**config.mk**
```make
export PLATFORM = sky130hd
export DESIGN_NAME = assocProcTop
export DESIGN_NICKNAME = d
export VERILOG_FILES = /design/src/hdl/assocProcPkg.sv /design/src/hdl/assocProcTop.sv /design/src/hdl/apSequencer.sv /design/src/hdl/tagMatcher.sv /design/src/hdl/cellArray.sv
export VERILOG_INCLUDE_DIRS = /design/src /design/src/hdl
export SDC_FILE = /design/constraint.sdc
export NUM_CORES = 1
export LEC_CHECK = 0
export ABC_AREA = 1
export BUFFER_PORTS_ARGS = -buffer_cell sky130_fd_sc_hd__buf_2
export CAP_MARGIN = 20
export CORE_UTILIZATION = 35
export CTS_BUF_LIST = sky130_fd_sc_hd__clkbuf_4 sky130_fd_sc_hd__clkbuf_8
export CTS_CLUSTER_SIZE = 8
export DETAILED_ROUTE_END_ITERATION = 10
export HOLD_SLACK_MARGIN = 0.02
export PLACE_DENSITY = 0.54
export SETUP_SLACK_MARGIN = 0.05
export SYNTH_ARGS = -nofsm -noshare
export SYNTH_HDL_FRONTEND = slang
export SYNTH_SLANG_ARGS = --single-unit
```
**constraint.sdc**
```tcl
create_clock -name clk -period 1.95 [get_ports clk]
set_input_delay 0.195 -clock clk [delete_from_list [all_inputs] [get_ports clk]]
set_output_delay 0.195 -clock clk [all_outputs]
set_load 0.02 [all_outputs]
```
**src/hdl/assocProc_defines.svh**
```systemverilog
`ifndef ASSOCPROC_DEFINES_SVH
`define ASSOCPROC_DEFINES_SVH

// Array geometry, columns equal the row word width
`define AP_DATA_WIDTH 8
`define AP_DATA_DEPTH 8

// Wishbone widths
`define AP_WB_ADR_WIDTH 6
`define AP_WB_DAT_WIDTH 16

// Register map
`define AP_REG_KEY    6'h00
`define AP_REG_MASK   6'h01
`define AP_REG_SEARCH 6'h02
`define AP_REG_TAGWR  6'h03
`define AP_REG_TAGCPL 6'h04 // Bit 0 of data is the absolute option
`define AP_REG_TAG    6'h05
`define AP_ROW_BASE   6'h10
`define AP_COL_BASE   6'h20

`endif
```
**src/hdl/assocProcPkg.sv**
```systemverilog
`include "assocProc_defines.svh"

package assocProcPkg;

  typedef logic [`AP_DATA_WIDTH-1:0] rowWordT;
  typedef logic [`AP_DATA_DEPTH-1:0] colWordT; // Column slice or tag vector
  typedef logic [$clog2(`AP_DATA_DEPTH)-1:0] rowAddrT;
  typedef logic [$clog2(`AP_DATA_WIDTH)-1:0] colAddrT;

  // Row r sits in slice r
  typedef logic [`AP_DATA_DEPTH*`AP_DATA_WIDTH-1:0] arrayT;

  typedef enum logic [2:0]
  {
    OP_NONE,
    OP_ROW_WR,
    OP_COL_WR,
    OP_TAG_WR,
    OP_TAG_CPL,
    OP_SEARCH
  } apOpT;

  typedef struct packed
  {
    apOpT    op;
    rowAddrT rowAddr;
    colAddrT colAddr;
    rowWordT wrRow;
    colWordT wrCol;
    rowWordT key;
    rowWordT mask;
    logic    absOpt;
  } apCmdT;

  typedef enum logic [1:0] {S_IDLE, S_EXEC, S_ACK} seqStateT;

  // Master to slave half of the bus
  typedef struct packed
  {
    logic cyc;
    logic stb;
    logic we;
    logic [`AP_WB_ADR_WIDTH-1:0] adr;
    logic [`AP_WB_DAT_WIDTH-1:0] dat;
  } wbReqT;

endpackage

```
**src/hdl/assocProcTop.sv**
```systemverilog
`timescale 1ns/1ps
`include "assocProc_defines.svh"

module assocProcTop
(
  input  logic                        clk,
  input  logic                        rstIn,
  input  assocProcPkg::wbReqT         wbReq,
  output logic                        wbAck,
  output logic [`AP_WB_DAT_WIDTH-1:0] wbDatOut
);

  assocProcPkg::apCmdT   cmd;
  assocProcPkg::rowAddrT rdRow;
  assocProcPkg::colAddrT rdCol;
  assocProcPkg::rowWordT rowOut;
  assocProcPkg::colWordT colOut;
  assocProcPkg::colWordT tag;
  assocProcPkg::arrayT   cells;

  apSequencer u_seq
  (
    .clk      (clk),
    .rstIn    (rstIn),
    .wbReq    (wbReq),
    .wbAck    (wbAck),
    .wbDatOut (wbDatOut),
    .cmd      (cmd),
    .rdRow    (rdRow),
    .rdCol    (rdCol),
    .rowOut   (rowOut),
    .colOut   (colOut),
    .tag      (tag)
  );

  // Search result feeds tagged ops
  tagMatcher u_match
  (
    .clk   (clk),
    .rstIn (rstIn),
    .cmd   (cmd),
    .cells (cells),
    .tag   (tag)
  );

  cellArray u_array
  (
    .clk    (clk),
    .rstIn  (rstIn),
    .cmd    (cmd),
    .tag    (tag),
    .rdRow  (rdRow),
    .rdCol  (rdCol),
    .rowOut (rowOut),
    .colOut (colOut),
    .cells  (cells)
  );

endmodule

```
**src/hdl/apSequencer.sv**
```systemverilog
`timescale 1ns/1ps
`include "assocProc_defines.svh"

module apSequencer
(
  input  logic                         clk,
  input  logic                         rstIn,
  input  assocProcPkg::wbReqT          wbReq,
  output logic                         wbAck,
  output logic [`AP_WB_DAT_WIDTH-1:0]  wbDatOut,
  output assocProcPkg::apCmdT          cmd,
  output assocProcPkg::rowAddrT        rdRow,
  output assocProcPkg::colAddrT        rdCol,
  input  assocProcPkg::rowWordT        rowOut,
  input  assocProcPkg::colWordT        colOut,
  input  assocProcPkg::colWordT        tag
);

  assocProcPkg::seqStateT state;
  assocProcPkg::apOpT op;
  assocProcPkg::rowWordT key;
  assocProcPkg::rowWordT mask;
  logic absOpt;

  logic [`AP_WB_ADR_WIDTH-1:0] reqAdr;
  logic [`AP_WB_DAT_WIDTH-1:0] reqDat;
  logic [`AP_WB_DAT_WIDTH-1:0] rdMux;
  logic reqWe;
  logic isRow;
  logic isCol;

  assign isRow = (reqAdr >= `AP_ROW_BASE) && (reqAdr < `AP_ROW_BASE + `AP_DATA_DEPTH);
  assign isCol = (reqAdr >= `AP_COL_BASE) && (reqAdr < `AP_COL_BASE + `AP_DATA_WIDTH);

  // Operation only in S_EXEC
  always_comb
  begin
    op = assocProcPkg::OP_NONE;
    if (state == assocProcPkg::S_EXEC && reqWe)
    begin
      if (isRow)
        op = assocProcPkg::OP_ROW_WR;
      else if (isCol)
        op = assocProcPkg::OP_COL_WR;
      else if (reqAdr == `AP_REG_SEARCH)
        op = assocProcPkg::OP_SEARCH;
      else if (reqAdr == `AP_REG_TAGWR)
        op = assocProcPkg::OP_TAG_WR;
      else if (reqAdr == `AP_REG_TAGCPL)
        op = assocProcPkg::OP_TAG_CPL;
    end
  end

  assign cmd = '{op: op, rowAddr: rdRow, colAddr: rdCol,
                 wrRow: reqDat[`AP_DATA_WIDTH-1:0], wrCol: reqDat[`AP_DATA_DEPTH-1:0],
                 key: key, mask: mask, absOpt: absOpt};

  // Read data, zero-extended
  always_comb
  begin
    rdMux = '0;
    if (isRow)
      rdMux[`AP_DATA_WIDTH-1:0] = rowOut;
    else if (isCol)
      rdMux[`AP_DATA_DEPTH-1:0] = colOut;
    else if (reqAdr == `AP_REG_KEY)
      rdMux[`AP_DATA_WIDTH-1:0] = key;
    else if (reqAdr == `AP_REG_MASK)
      rdMux[`AP_DATA_WIDTH-1:0] = mask;
    else if (reqAdr == `AP_REG_TAG)
      rdMux[`AP_DATA_DEPTH-1:0] = tag;
  end

  always_ff @(posedge clk)
  begin
    if (state == assocProcPkg::S_IDLE)
    begin
      reqAdr <= wbReq.adr;
      reqDat <= wbReq.dat;
      reqWe  <= wbReq.we;
      rdRow  <= assocProcPkg::rowAddrT'(wbReq.adr);
      rdCol  <= assocProcPkg::colAddrT'(wbReq.adr);
    end
    if (state == assocProcPkg::S_EXEC)
      wbDatOut <= rdMux; // Stable through S_ACK
  end

  always_ff @(posedge clk)
  begin
    if (!rstIn)
    begin
      state  <= assocProcPkg::S_IDLE;
      wbAck  <= 1'b0;
      key    <= '0;
      mask   <= '0;
      absOpt <= 1'b0;
    end
    else
    begin
      wbAck <= (state == assocProcPkg::S_EXEC); // One cycle only
      case (state)
        assocProcPkg::S_IDLE:
        begin
          if (wbReq.cyc && wbReq.stb)
          begin
            state <= assocProcPkg::S_EXEC;
            if (wbReq.we && wbReq.adr == `AP_REG_TAGCPL)
              absOpt <= wbReq.dat[0];
          end
        end
        assocProcPkg::S_EXEC:
        begin
          state <= assocProcPkg::S_ACK;
          if (reqWe && reqAdr == `AP_REG_KEY)
            key <= reqDat[`AP_DATA_WIDTH-1:0];
          if (reqWe && reqAdr == `AP_REG_MASK)
            mask <= reqDat[`AP_DATA_WIDTH-1:0];
        end
        default:
        begin
          // Wait for master to drop strobe
          if (!wbReq.stb)
            state <= assocProcPkg::S_IDLE;
        end
      endcase
    end
  end

endmodule

```
**src/hdl/tagMatcher.sv**
```systemverilog
`timescale 1ns/1ps
`include "assocProc_defines.svh"

module tagMatcher
(
  input  logic                  clk,
  input  logic                  rstIn,
  input  assocProcPkg::apCmdT   cmd,
  input  assocProcPkg::arrayT   cells,
  output assocProcPkg::colWordT tag
);

  assocProcPkg::colWordT hit;
  assocProcPkg::rowWordT row;

  // Masked compare, all-zero mask matches every row
  always_comb
  begin
    for (int r = 0; r < `AP_DATA_DEPTH; r++)
    begin
      row    = cells[r*`AP_DATA_WIDTH +: `AP_DATA_WIDTH];
      hit[r] = ((row ^ cmd.key) & cmd.mask) == '0;
    end
  end

  always_ff @(posedge clk)
  begin
    if (!rstIn)
    begin
      tag <= '0;
    end
    else if (cmd.op == assocProcPkg::OP_SEARCH)
    begin
      tag <= hit; // Held until next search
    end
  end

endmodule

```
**src/hdl/cellArray.sv**
```systemverilog
`timescale 1ns/1ps
`include "assocProc_defines.svh"

module cellArray
(
  input  logic                  clk,
  input  logic                  rstIn,
  input  assocProcPkg::apCmdT   cmd,
  input  assocProcPkg::colWordT tag,
  input  assocProcPkg::rowAddrT rdRow,
  input  assocProcPkg::colAddrT rdCol,
  output assocProcPkg::rowWordT rowOut,
  output assocProcPkg::colWordT colOut,
  output assocProcPkg::arrayT   cells
);

  assocProcPkg::rowWordT cellQ [`AP_DATA_DEPTH];
  assocProcPkg::rowWordT cellD [`AP_DATA_DEPTH];
  assocProcPkg::rowWordT bitEn [`AP_DATA_DEPTH];
  assocProcPkg::rowWordT bitVal [`AP_DATA_DEPTH];

  assocProcPkg::colWordT rowSel;
  assocProcPkg::rowWordT colSel;
  assocProcPkg::colWordT signOk;
  logic tagWr;
  logic tagCpl;

  assign tagWr  = (cmd.op == assocProcPkg::OP_TAG_WR);
  assign tagCpl = (cmd.op == assocProcPkg::OP_TAG_CPL);

  // Row and column selects
  always_comb
  begin
    for (int r = 0; r < `AP_DATA_DEPTH; r++)
    begin
      rowSel[r] = (cmd.op == assocProcPkg::OP_ROW_WR) &&
                  (cmd.rowAddr == assocProcPkg::rowAddrT'(r));
      // Absolute option limits complement to negative rows
      signOk[r] = !cmd.absOpt || cellQ[r][`AP_DATA_WIDTH-1];
    end
    for (int c = 0; c < `AP_DATA_WIDTH; c++)
    begin
      colSel[c] = (cmd.op == assocProcPkg::OP_COL_WR) &&
                  (cmd.colAddr == assocProcPkg::colAddrT'(c));
    end
  end

  // Per-bit enable and value
  always_comb
  begin
    for (int r = 0; r < `AP_DATA_DEPTH; r++)
    begin
      for (int c = 0; c < `AP_DATA_WIDTH; c++)
      begin
        if (rowSel[r] || colSel[c])
        begin
          bitEn[r][c]  = 1'b1;
          bitVal[r][c] = rowSel[r] ? cmd.wrRow[c] : cmd.wrCol[r]; // Column bit k goes to row k
        end
        else
        begin
          bitEn[r][c]  = tag[r] & cmd.mask[c] & (tagWr | (tagCpl & signOk[r]));
          bitVal[r][c] = tagWr ? cmd.key[c] : ~cellQ[r][c];
        end
      end
    end
  end

  always_comb
  begin
    for (int r = 0; r < `AP_DATA_DEPTH; r++)
    begin
      cellD[r] = (bitEn[r] & bitVal[r]) | (~bitEn[r] & cellQ[r]);
    end
  end

  always_ff @(posedge clk)
  begin
    if (!rstIn)
    begin
      cellQ <= '{default: '0};
    end
    else
    begin
      cellQ <= cellD;
    end
  end

  // Reads straight from stored cells
  always_comb
  begin
    rowOut = cellQ[rdRow];
    for (int r = 0; r < `AP_DATA_DEPTH; r++)
    begin
      colOut[r] = cellQ[r][rdCol];
      cells[r*`AP_DATA_WIDTH +: `AP_DATA_WIDTH] = cellQ[r];
    end
  end

endmodule

```
# Yosys cells after proc, flatten, opt, wreduce, memory -nomap -nowiden
# Cells that the tools add are included.
[totals] in_bits=27 out_inout_bits=17 reg_bits=118
[classes] mux=281 bitwise_logic=257 n_lt_le_gt_ge=6 reduce_logical=111 n_eq_ne=21
[ops] op="$mux 1" n=256
[ops] op="$and 8x8->8" n=24
[ops] op="$and 1x1->1" n=136
[ops] op="$logic_or 1x1->1" n=72
[ops] op="$logic_not 8->1" n=8
[ops] op="$not 1->1" n=64
[ops] op="$not 8->8" n=8
[ops] op="$or 8x8->8" n=8
[ops] op="$xor 8x8->8" n=8
[ops] op="$mux 8" n=7
[ops] op="$bmux 1 s3" n=8
[ops] op="$bmux 8 s3" n=1
[ops] op="$logic_and 1x1->1" n=23
[ops] op="$eq 3x3->1 const B" n=6
[ops] op="$eq 6x3->1 const B" n=3
[ops] op="$mux 3" n=6
[ops] op="$eq 3x2->1 const B" n=4
[ops] op="$eq 6x2->1 const B" n=2
[ops] op="$or 1x1->1" n=8
[ops] op="$eq 3x1->1 const B" n=2
[ops] op="$eq 6x1->1 const B" n=1
[ops] op="$ge 6x5->1 const B" n=1
[ops] op="$ge 6x6->1 const B" n=1
[ops] op="$logic_not 6->1" n=1
[ops] op="other kinds (15)" n=18

# Depth between registers and ports, before layout
[depth] depth_word=15 depth_mapped=15 depth_no_buf=13

# Cells and area by module
# Synthesis repeated with hierarchy kept, for this count alone.
[unflattened] hier_cells=2122 area_unflattened_um2=11257.0
[modules_own_cells] module="cellArray" cells_per_inst=1507 instances=1 area_each_um2=7388.3
[modules_own_cells] module="apSequencer" cells_per_inst=252 instances=1 area_each_um2=2137.0
[modules_own_cells] module="tagMatcher" cells_per_inst=363 instances=1 area_each_um2=1731.7

# Worst setup path before layout
# No wires, ideal clock.
[synth_timing] path_type="register -> register" start="register u_seq.state[0]" end="register (tool-made name)" arrival_ps=1899 path_stages_with_launch=16 required_ps=1839 n_path_buf=2 slack_ps=-61 cell_sequence="dfxtp_1 > inv_1 > nor2_2 > nand2_1 > clkinv_1 > nand2_2 > nor2_2 > buf_4 > nand3_2 > buf_4 > nand2_1 > inv_1 > nand2_1 > nand3_1 > nor2_1 > nor2_1"
[synth_rtl] element="start, declared" line_no="apSequencer.sv:19" rtl="assocProcPkg::seqStateT state;"
[synth_rtl] element="start signal, assigned" line_no="apSequencer.sv:92" rtl="state <= assocProcPkg::S_IDLE;"
[synth_rtl] element="start signal, assigned" line_no="apSequencer.sv:106" rtl="state <= assocProcPkg::S_EXEC;"
[synth_rtl] element="start signal, assigned" line_no="apSequencer.sv:113" rtl="state <= assocProcPkg::S_ACK;"

==> metrics.yaml <==
yosys:
  ys.flop_type: "dfxtp_1"
  ys_seq_elements: 115
  yosys_warnings: 0
  syn_area_sq_um: 10200
  ys_seq_area_frac: 0.249
  synth.distinct_cells: 40
  yosysMostFrequentCell: "nand2_1"
  avgSynthCellArea_sq_um: 5.74
  synthTopCellsByArea: "nand2_1 18%, dfxtp_1 18%, nand3_1 16%"
  synthesis.instances: 1771
  async_reset_ff_frac: 0
  yosys.area.top_type: "nand2_1"
  synth_edf_count: 23
  yosysTopAreaCellShare: 0.183
  netlist_top_cells_count: "496 x nand2_1, 319 x nand3_1, 170 x nor2_1"
grt:
  grt_max_degree: 32
  antenna_found_initial: 1
  grt_usage: 0.339
  grt_pass1_vias: 12300
  overflow: 0
  grt_pass1_wl_microns: 73700
clocking:
  cts_buffers: 17
  cts.sinks: 115
  insertion_delay_ps: 500
  tritoncts: "done"
  cts.clk_slew.worst_paths_ps: 90
  cts_root_buf: "clkbuf_8"
  htreeDepth: 4
  clock_path_buffers: 2
outcome:
  violations: "setup timing"
  status: "finished, violations left"
die:
  fp-row-count: 62
  ioPinCount: 44
  start_util: 0.355
  dieArea_sq_um: 29700
  core_area_sq_um: 28600
  die_height_microns: 172
  fp.dieW_microns: 172
finish:
  synthToLayoutAreaGrowth_pct: 36.2
  fillCellCount: 2963
  final_util: 0.484
  drive_above_1_share: 0.235
  nNetsFinal: 1967
  fin_cells: 2338
route:
  drc: 0
  via_count: 13700
  wl_microns: 51300
  drt_iter0_markers: 1877
  viasPerCell: 5.87
  ant_nets: 0
  routedWlPerCell_microns: 22.0
  dr.pass1.iters: 6
setup_path:
  cpPeakStageDelay_ps: 500
  r2r_start: "u_seq.reqAdr[1]"
  r2r_slack_ps: -160
  reg2reg_depth: 13
  crit_path_top_delay_cell: "edfxtp_1"
  critPathTopFamily: "simple AND/OR/NAND/NOR gates"
  end_kind: "flip-flop"
  cp.required_ps: 2380
  startpoint_type: "flip-flop"
  critical_path.cell_chain: "buf_4 > nand3_2 > nand2_4 > buf_12 > nor2_8 > nand2_2 > buf_8 > buf_12 > buf_6 > nand2_4 > nand3b_1 > nand2_1 > nor2_1"
  cp_data_arrival_time_ps: 2550
  worstSetupPathType: "reg2reg"
  path_buf_inv: 5
  crit_fanout: 7
place:
  dp_hpwl_microns: 34400
  routabilityCongestion: 1.01
  dp_cells: 2256
  port_buffers: 27
timing:
  max_slew_margin: 0.389
  rsz0062_at_grt: "yes"
  setup_tns_ps: -7830
  setup_viol: 73
  hold_viol_final: 0
  tightest_slew_ps: 916
  fin_crit_sh: 1.08
  maxSlewViolCount: 0
  hold_slack_ps: 70.2
  layout_min_cycle_time_ps: 2110
  fmax_mhz: 473
  clock_skew_ps: 21.5
  fin_ws_ps: -162
run:
  drv_cap: 0
power_and_ir_drop:
  p_leak_nw: 6.57
  pwr-share-clk: 0.420
  combPwrFrac: 0.151
  power_density_nw_per_um2: 424
  vdd_drop_max_v: 0.000421
  switching_share: 0.329
  total_power_mw: 5.87
  switching_power_mw: 1.93
  p_int_mw: 3.93
  pwr-share-seq: 0.429
min_path:
  min_from: "rstIn"
  hp-class: "in2reg"
  hold_path_depth: 3
==> per-layer routing <==
metal  wire length (microns)  track usage  up-vias
met5                       0            0        -
met4                    3360        0.205        0
met2                   21300        0.495     1010
li1                        -            -     6183
met3                    6460       0.0858      273
met1                   20200        0.445     6262
==> worst max-delay path by stage <==
stage                    startpoint   endpoint  slack (ps)  cells after the start
global route        u_seq.reqAdr[4]  flip-flop        -280                     15
CTS                 u_seq.reqAdr[2]  flip-flop         -90                     13
finish              u_seq.reqAdr[1]  flip-flop        -160                     13
global placement    u_seq.reqAdr[4]  flip-flop        -130                     12
floorplan           u_seq.reqAdr[4]  flip-flop          50                     14
detailed placement  u_seq.reqAdr[4]  flip-flop        -180                     12
==> stage by stage <==
stage / area (sq um) / setup WS, ps
global route: 13800 / -283
floorplan: 10200 / 52.5
global placement: 12100 / -130
CTS: 13200 / -86.6
detailed placement: 12100 / -180
finish: 13800 / -162
==> repair_timing <==
action | CTS | global route
hold buffers | 17 | 0
endpoints found under the setup margin | 95 | 95
gates resized for setup | 99 | 120
gates cloned | 3 | 7
pin swaps | 19 | 60
setup buffers | 11 | 11
hold endpoints to repair | 18 | 0
==> final cells by class <==
type / count / area [sq um] / area share
multi-input combinational: 1341 / 6920 / 0.500
timing repair buffer: 268 / 2740 / 0.198
sequential: 115 / 2530 / 0.183
inverter: 197 / 769 / 0.0556
tap: 384 / 480 / 0.0347
clock buffer: 18 / 241 / 0.0174
clock inverter: 14 / 158 / 0.0114
antenna: 1 / 2.50 / 0.000181
==> logic make-up (layout without fill, tap and decap cells) <==
| group | count (synthesis) | count (layout) | synth area share |
|---|---|---|---|
| buffers and inverters | 323 | 497 | 0.133 |
| other | 1 | 9 | 0.000369 |
| AO/OA/AOI/OAI | 239 | 239 | 0.135 |
| AND/OR/NAND/NOR | 1093 | 1094 | 0.482 |
| flip-flops | 115 | 115 | 0.249 |
==> power by group through the flow <==
stage / sequential (mW) / combinational, mW / clock (mW)
finish: 2.51 / 0.887 / 2.46
global placement: 2.56 / 0.731 / 0
detailed placement: 2.56 / 0.731 / 0
global route: 2.52 / 0.905 / 2.56
CTS: 2.51 / 0.805 / 2.45
floorplan: 2.55 / 0.336 / 0
==> worst min-delay path, delay by kind of cell <==
kind                   cells  cell delay, ps
buffers and inverters      1             200
AND/OR/NAND/NOR            2             140
==> cells in the final DEF (no fill, tap or decap), types with 7 or more instances in the layout <==
master	synthesis	final
nand2_1	496	446
nand3_1	319	297
nor2_1	170	163
buf_4	23	150
inv_1	168	147
dfxtp_1	92	92
a21oi_1	90	84
o21ai_0	85	74
nand3b_1	42	42
nand2_2	13	39
buf_12	0	39
inv_2	18	32
buf_2	24	27
buf_6	3	25
nand2_4	1	24
edfxtp_1	23	23
nand4_1	22	22
nand3_2	8	21
clkbuf_8	0	17
dlygate4sd3_1	0	17
o22ai_1	13	13
o2111ai_1	16	13
nand3_4	2	11
o21ai_1	0	10
nor2_4	1	9
clkinv_1	11	8
nor2_2	9	8
conb_1	1	8
o211ai_1	7	7
clkinv_4	0	7
Power figures use the tool's default switching activity.
